[config.mk]
export PLATFORM = sky130hd
export DESIGN_NAME = bundleAcceptor
export DESIGN_NICKNAME = d
export VERILOG_FILES = /design/src/verilog/issueBundlePkg.sv /design/src/verilog/bundleAcceptor.sv
export SDC_FILE = /design/constraint.sdc
export NUM_CORES = 1
export LEC_CHECK = 0
export ABC_AREA = 1
export BUFFER_PORTS_ARGS = -buffer_cell sky130_fd_sc_hd__buf_4
export CORE_MARGIN = 2
export CORE_UTILIZATION = 31
export DETAILED_ROUTE_END_ITERATION = 16
export PLACE_DENSITY = 0.72
export SYNTH_ARGS = -nofsm -noshare
export SYNTH_HDL_FRONTEND = slang
export SYNTH_SLANG_ARGS = --single-unit
[constraint.sdc]
create_clock -name w_fire00_1 -period 1.4 [get_ports w_fire00_1]
set_input_delay 0.07 -clock w_fire00_1 [delete_from_list [all_inputs] [get_ports w_fire00_1]]
set_output_delay 0.07 -clock w_fire00_1 [all_outputs]
set_load 0.02 [all_outputs]
[src/verilog/issueBundlePkg.sv]
package issueBundlePkg;

    // up to 16 slots per bundle
    localparam int SLOT_IDX_W = 4;

    // slot counts and free space, must hold a full bundle
    localparam int COUNT_W = SLOT_IDX_W + 1;

    // branchIndex only meaningful with hasBranch set
    typedef struct packed {
        logic                  hasBranch;
        logic [SLOT_IDX_W-1:0] branchIndex;
    } bundleCtl_t;

    // per-class share of the current bundle
    typedef struct packed {
        logic [COUNT_W-1:0] aluCount;
        logic [COUNT_W-1:0] lsuCount;
        logic [COUNT_W-1:0] csrCount;
    } classCount_t;

endpackage

[src/verilog/bundleAcceptor.sv]
module bundleAcceptor (
    input  logic                               w_fire00_1,
    input  logic                               rstn,
    input  logic                               i_bundleReq,
    output logic                               o_bundleAck,
    input  issueBundlePkg::classCount_t        i_counts,
    input  logic [issueBundlePkg::COUNT_W-1:0] i_aluFree,
    input  logic [issueBundlePkg::COUNT_W-1:0] i_lsuFree,
    input  logic [issueBundlePkg::COUNT_W-1:0] i_csrFree,
    output logic                               o_push
);
    logic aluFits;
    logic lsuFits;
    logic csrFits;
    logic roomForAll;
    logic accept;

    assign aluFits    = i_counts.aluCount <= i_aluFree;
    assign lsuFits    = i_counts.lsuCount <= i_lsuFree;
    assign csrFits    = i_counts.csrCount <= i_csrFree;
    assign roomForAll = aluFits && lsuFits && csrFits;

    // fresh request, previous handshake closed, every queue has room
    assign accept = i_bundleReq && !o_bundleAck && roomForAll;

    // queues write at the accepting edge while upstream still holds data
    assign o_push = accept;

    // ack held until req seen low
    always_ff @(posedge w_fire00_1 or negedge rstn) begin
        if (!rstn) begin
            o_bundleAck <= 1'b0;
        end else if (accept) begin
            o_bundleAck <= 1'b1;
        end else if (o_bundleAck && !i_bundleReq) begin
            o_bundleAck <= 1'b0;
        end
    end

endmodule

# [Word-level counts from Yosys, hierarchy flattened]
# Index checks and enable logic that the tools add are counted.
[totals] reg_bits=1 in_bits=33 out_inout_bits=2 word_cells=14
[op_classes] n_lt_le_gt_ge=3 muxes=2 n_reduce_logical=8
[ops] cell="$le A5 B5 Y1" count=3
[ops] cell="$logic_and A1 B1 Y1" count=5
[ops] cell="$logic_not A1 Y1" count=2
[ops] cell="$mux W1" count=2
[ops] cell="$reduce_bool A2 Y1" count=1

# [Longest topological paths before layout]
[depth] word_depth=5 ltp_mapped=9 ltp_nobuf=9

# [Least setup slack after synthesis]
# OpenSTA, ideal clock, no wires.
[synth_timing] kind="input -> output" startpoint="input i_lsuFree[4] in the netlist's numbering" endpoint="output o_push" t_arrival_ps=1038 t_required_ps=1330 path_slack_ps=292 path_stages=9 n_path_buf=0 path_cell_list="inv_1 ha_1 nand2_1 inv_1 nand2_1 nand3_1 nand2_1 nand3_1 nor2_1"
[synth_between] elab_chain_len=4
[synth_rtl] element="start, declared" line_no="bundleAcceptor.sv:8" rtl="input logic [issueBundlePkg::COUNT_W-1:0] i_lsuFree,"
[synth_rtl] element="$le A5 B5 Y1" line_no="bundleAcceptor.sv:19" rtl="assign lsuFits = i_counts.lsuCount <= i_lsuFree;"
[synth_rtl] element="$logic_and A1 B1 Y1 (2 in a row)" line_no="bundleAcceptor.sv:21" rtl="assign roomForAll = aluFits && lsuFits && csrFits;"
[synth_rtl] element="$logic_and A1 B1 Y1" line_no="bundleAcceptor.sv:24" rtl="assign accept = i_bundleReq && !o_bundleAck && roomForAll;"
[synth_rtl] element="end, declared" line_no="bundleAcceptor.sv:10" rtl="output logic o_push"
# Every way passes these cells.

# [Worst setup path after layout]
[layout_timing] startpoint="input i_counts[9] in the netlist's numbering" endpoint="output o_push"
[layout_between] elab_chain_len=4
[layout_rtl] element="start, declared" line_no="bundleAcceptor.sv:6" rtl="input issueBundlePkg::classCount_t i_counts,"
[layout_rtl] element="$le A5 B5 Y1" line_no="bundleAcceptor.sv:19"
[layout_rtl] element="$logic_and A1 B1 Y1 (2 in a row)" line_no="bundleAcceptor.sv:21"
[layout_rtl] element="$logic_and A1 B1 Y1" line_no="bundleAcceptor.sv:24"
# Every way passes these cells.

==> metrics.csv <==
metric,value,unit
CP Data Required Time,1.33,ns
first-pass GRT wire length,1.573,mm
clock skew,0,ns
Period minus WS final,1.224,ns
Post-Synth Simple-Gate Area,30.40,%
Highest Clock Rate,817.2,MHz
ranking of synthesized cells by area,"ha_1, nand2_1, inv_1, dfrtp_1, nand3_1",
RSZ-0062 raised after global routing,false,
Synth Area in XOR/XNOR,0,%
clk slew on worst S/H paths,0,ns
crit-path cells,buf_4 > ha_1 > nand2_1 > inv_1 > nand2_1 > nand3_1 > nand2_1 > nand3_1 > nor2_1 > buf_4,
setup tns final,0,ns
dominant cell type by area after synthesis,ha_1,
Antenna Cells,0,
dpl cells,131,
CTS resizes,0,
Crit-path slowest cell,ha_1,
drt first pass iters,1,
Rel. slew slack,91.49,%
Synthesized Nets,129,
Power Dens Cells,317.4,mW/mm^2
Worst Hold Class,input pin to flip-flop,
Worst setup EP type,output port,
"most used cell, CP",nand2_1,
port buffer count,34,
initial DRC count,0,
Die Span X,42.91,um
Site Rows,14,
critical path class,input pin to output port,
Placer Congestion,0.7646,
Adder-Cell Fraction of Synth Area,40.00,%
peak supply drop,235.5,uV
Lkg Pwr,0.5042,nW
# DRC,0,
Die Area,0.001841,mm^2
total grt overflow,0,
initial antenna violation count,0,
synthesized area,469.2,um^2
ANT nets after route,0,
Place WS,0.1657,ns
Synth-to-Final Area Change,60.80,%
Mapped Avg Cell Area,5.793,um^2
via density per instance,4.129,
synth warn,0,
final hold vios,0,
Tightest Pin Transition,0.1271,ns
sequential fraction of the synthesis area,5.333,%
vias in the first global route,459,
clock latency on the worst-skew pair,0,ns
Largest register FFs,1,
Tcrit/Tclk final,87.40,%
Max Transition Viols Final,0,
largest family of logic cells by synthesized area,adder cells,
Avg WL per Cell,7.136,um
setup repair bufs after CTS,0,
fin worst setup slack,0.1764,ns
Critical Path Max Stage Delay,0.29,ns
status,completed,
Post-Layout Cell Count,132,
Detailed Route WL,942,um
layout cells sized above 1,30.17,%
Largest Register,o_bundleAck,
routed vias,545,
CP Max Fanout,2,
largest net degree at the start of global routing,4,
final setup violation count,0,
Max Cap Viol,0,
Gate Count Post-Synth,81,
num ports,35,
Top Registers,o_bundleAck x1,
Final Util,51.89,%
NumNets Final,166,
Compound-Gate Fraction of Synth Area,4.267,%
GRT Util Overall,10.03,%
CORE AREA,0.001454,mm^2
hpwl dp,915.8,um
top cell type's share of synthesized area,40.00,%
post-synthesis mux area share,0,%
Critical Path Source Type,input pin,
post-synthesis register bit count,1,
die height,42.91,um
number of distinct library cells after synthesis,9,
Starting Density,32.27,%
"Arr. time, crit path",1.15,ns
critical path: cells and delay by family:
kind                       cells  cell delay (ns)
and+or+nand+nor                6             0.48
adders and majority gates      1             0.29
buffers and inverters          3             0.30
where the power goes:
part,switching (W),internal (W),leakage [nW]
Sequential,0.00000299,0.0000339,0.0132
Clock,0,0,0
Combinational,0.0000891,0.000113,0.491
Total,0.0000921,0.000147,0.504
layer usage:
layer  wire (um)  global-route usage (%)  share of wire (%)  vias up
met5           0                       0                  0        -
met4           0                  0.6250                  0        0
met3          84                   1.277                8.9        0
met2         444                   17.88                 47       18
met1         412                   13.27                 44      215
li1            -                       -                  -      312
what timing repair did:
| action | in CTS | in global routing |
|---|---|---|
| hold buffers | 1 | 0 |
| endpoints found under the hold margin | 1 | 0 |
| endpoints found under the setup margin | 0 | 0 |
cells by family (layout without fill, tap and decap cells):
logic type,count (synthesis),count (layout)
and+or+nand+nor,36,36
DFF,1,1
buffers and inverters,25,60
AOI/OAI and AO/OA,4,4
adders and majority gates,15,15
cell usage after synthesis:
| master | number |
|---|---|
| a21oi_1 | 3 |
| dfrtp_1 | 1 |
| ha_1 | 15 |
| inv_1 | 25 |
| nand2_1 | 28 |
| nand3_1 | 4 |
| nor2_1 | 3 |
| nor2_2 | 1 |
| o21ai_1 | 1 |
placed cells by master, fill, tap and decap left out:
cell and instances:
a21oi_1 3, buf_4 34, dfrtp_1 1, dlygate4sd3_1 1, ha_1 15, inv_1 25
nand2_1 28, nand3_1 4, nor2_1 3, nor2_2 1, o21ai_1 1
final timing paths:
| kind | start | end | slack (ns) | cells after the start |
|---|---|---|---|---|
| setup / recovery | i_counts[9] | o_push | 0.18 | 10 |
| hold / removal | i_bundleReq | o_bundleAck | 0.32 | 3 |
| setup reg to reg | o_bundleAck | o_bundleAck | 0.78 | 2 |
| hold reg to reg | o_bundleAck | o_bundleAck | 0.52 | 2 |
| max in group asynchronous | rstn | o_bundleAck | 0.92 | 2 |
| min in group asynchronous | rstn | o_bundleAck | 0.39 | 2 |
stage by stage:
| step | hold slack, ns | power, W | instance area (um^2) |
|---|---|---|---|
| finish | 0.3220 | 0.0002394 | 754.5 |
| global route | 0.3647 | 0.0002721 | 754.5 |
| CTS | 0.3290 | 0.0002438 | 754.5 |
| detailed placement | -0.1531 | 0.0002409 | 744.5 |
| global placement | -0.1542 | 0.0002350 | 744.5 |
| floorplan | -0.2256 | 0.0001410 | 469.2 |
final cells by class:
type | instances | area, um^2
Tap cell | 16 | 20.02
Inverter | 25 | 93.84
Timing Repair Buffer | 35 | 265.3
Multi-Input combinational cell | 55 | 350.3
Sequential cell | 1 | 25.02
Fill cell | 149 | 699.4
Power figures use the tool's default switching activity.
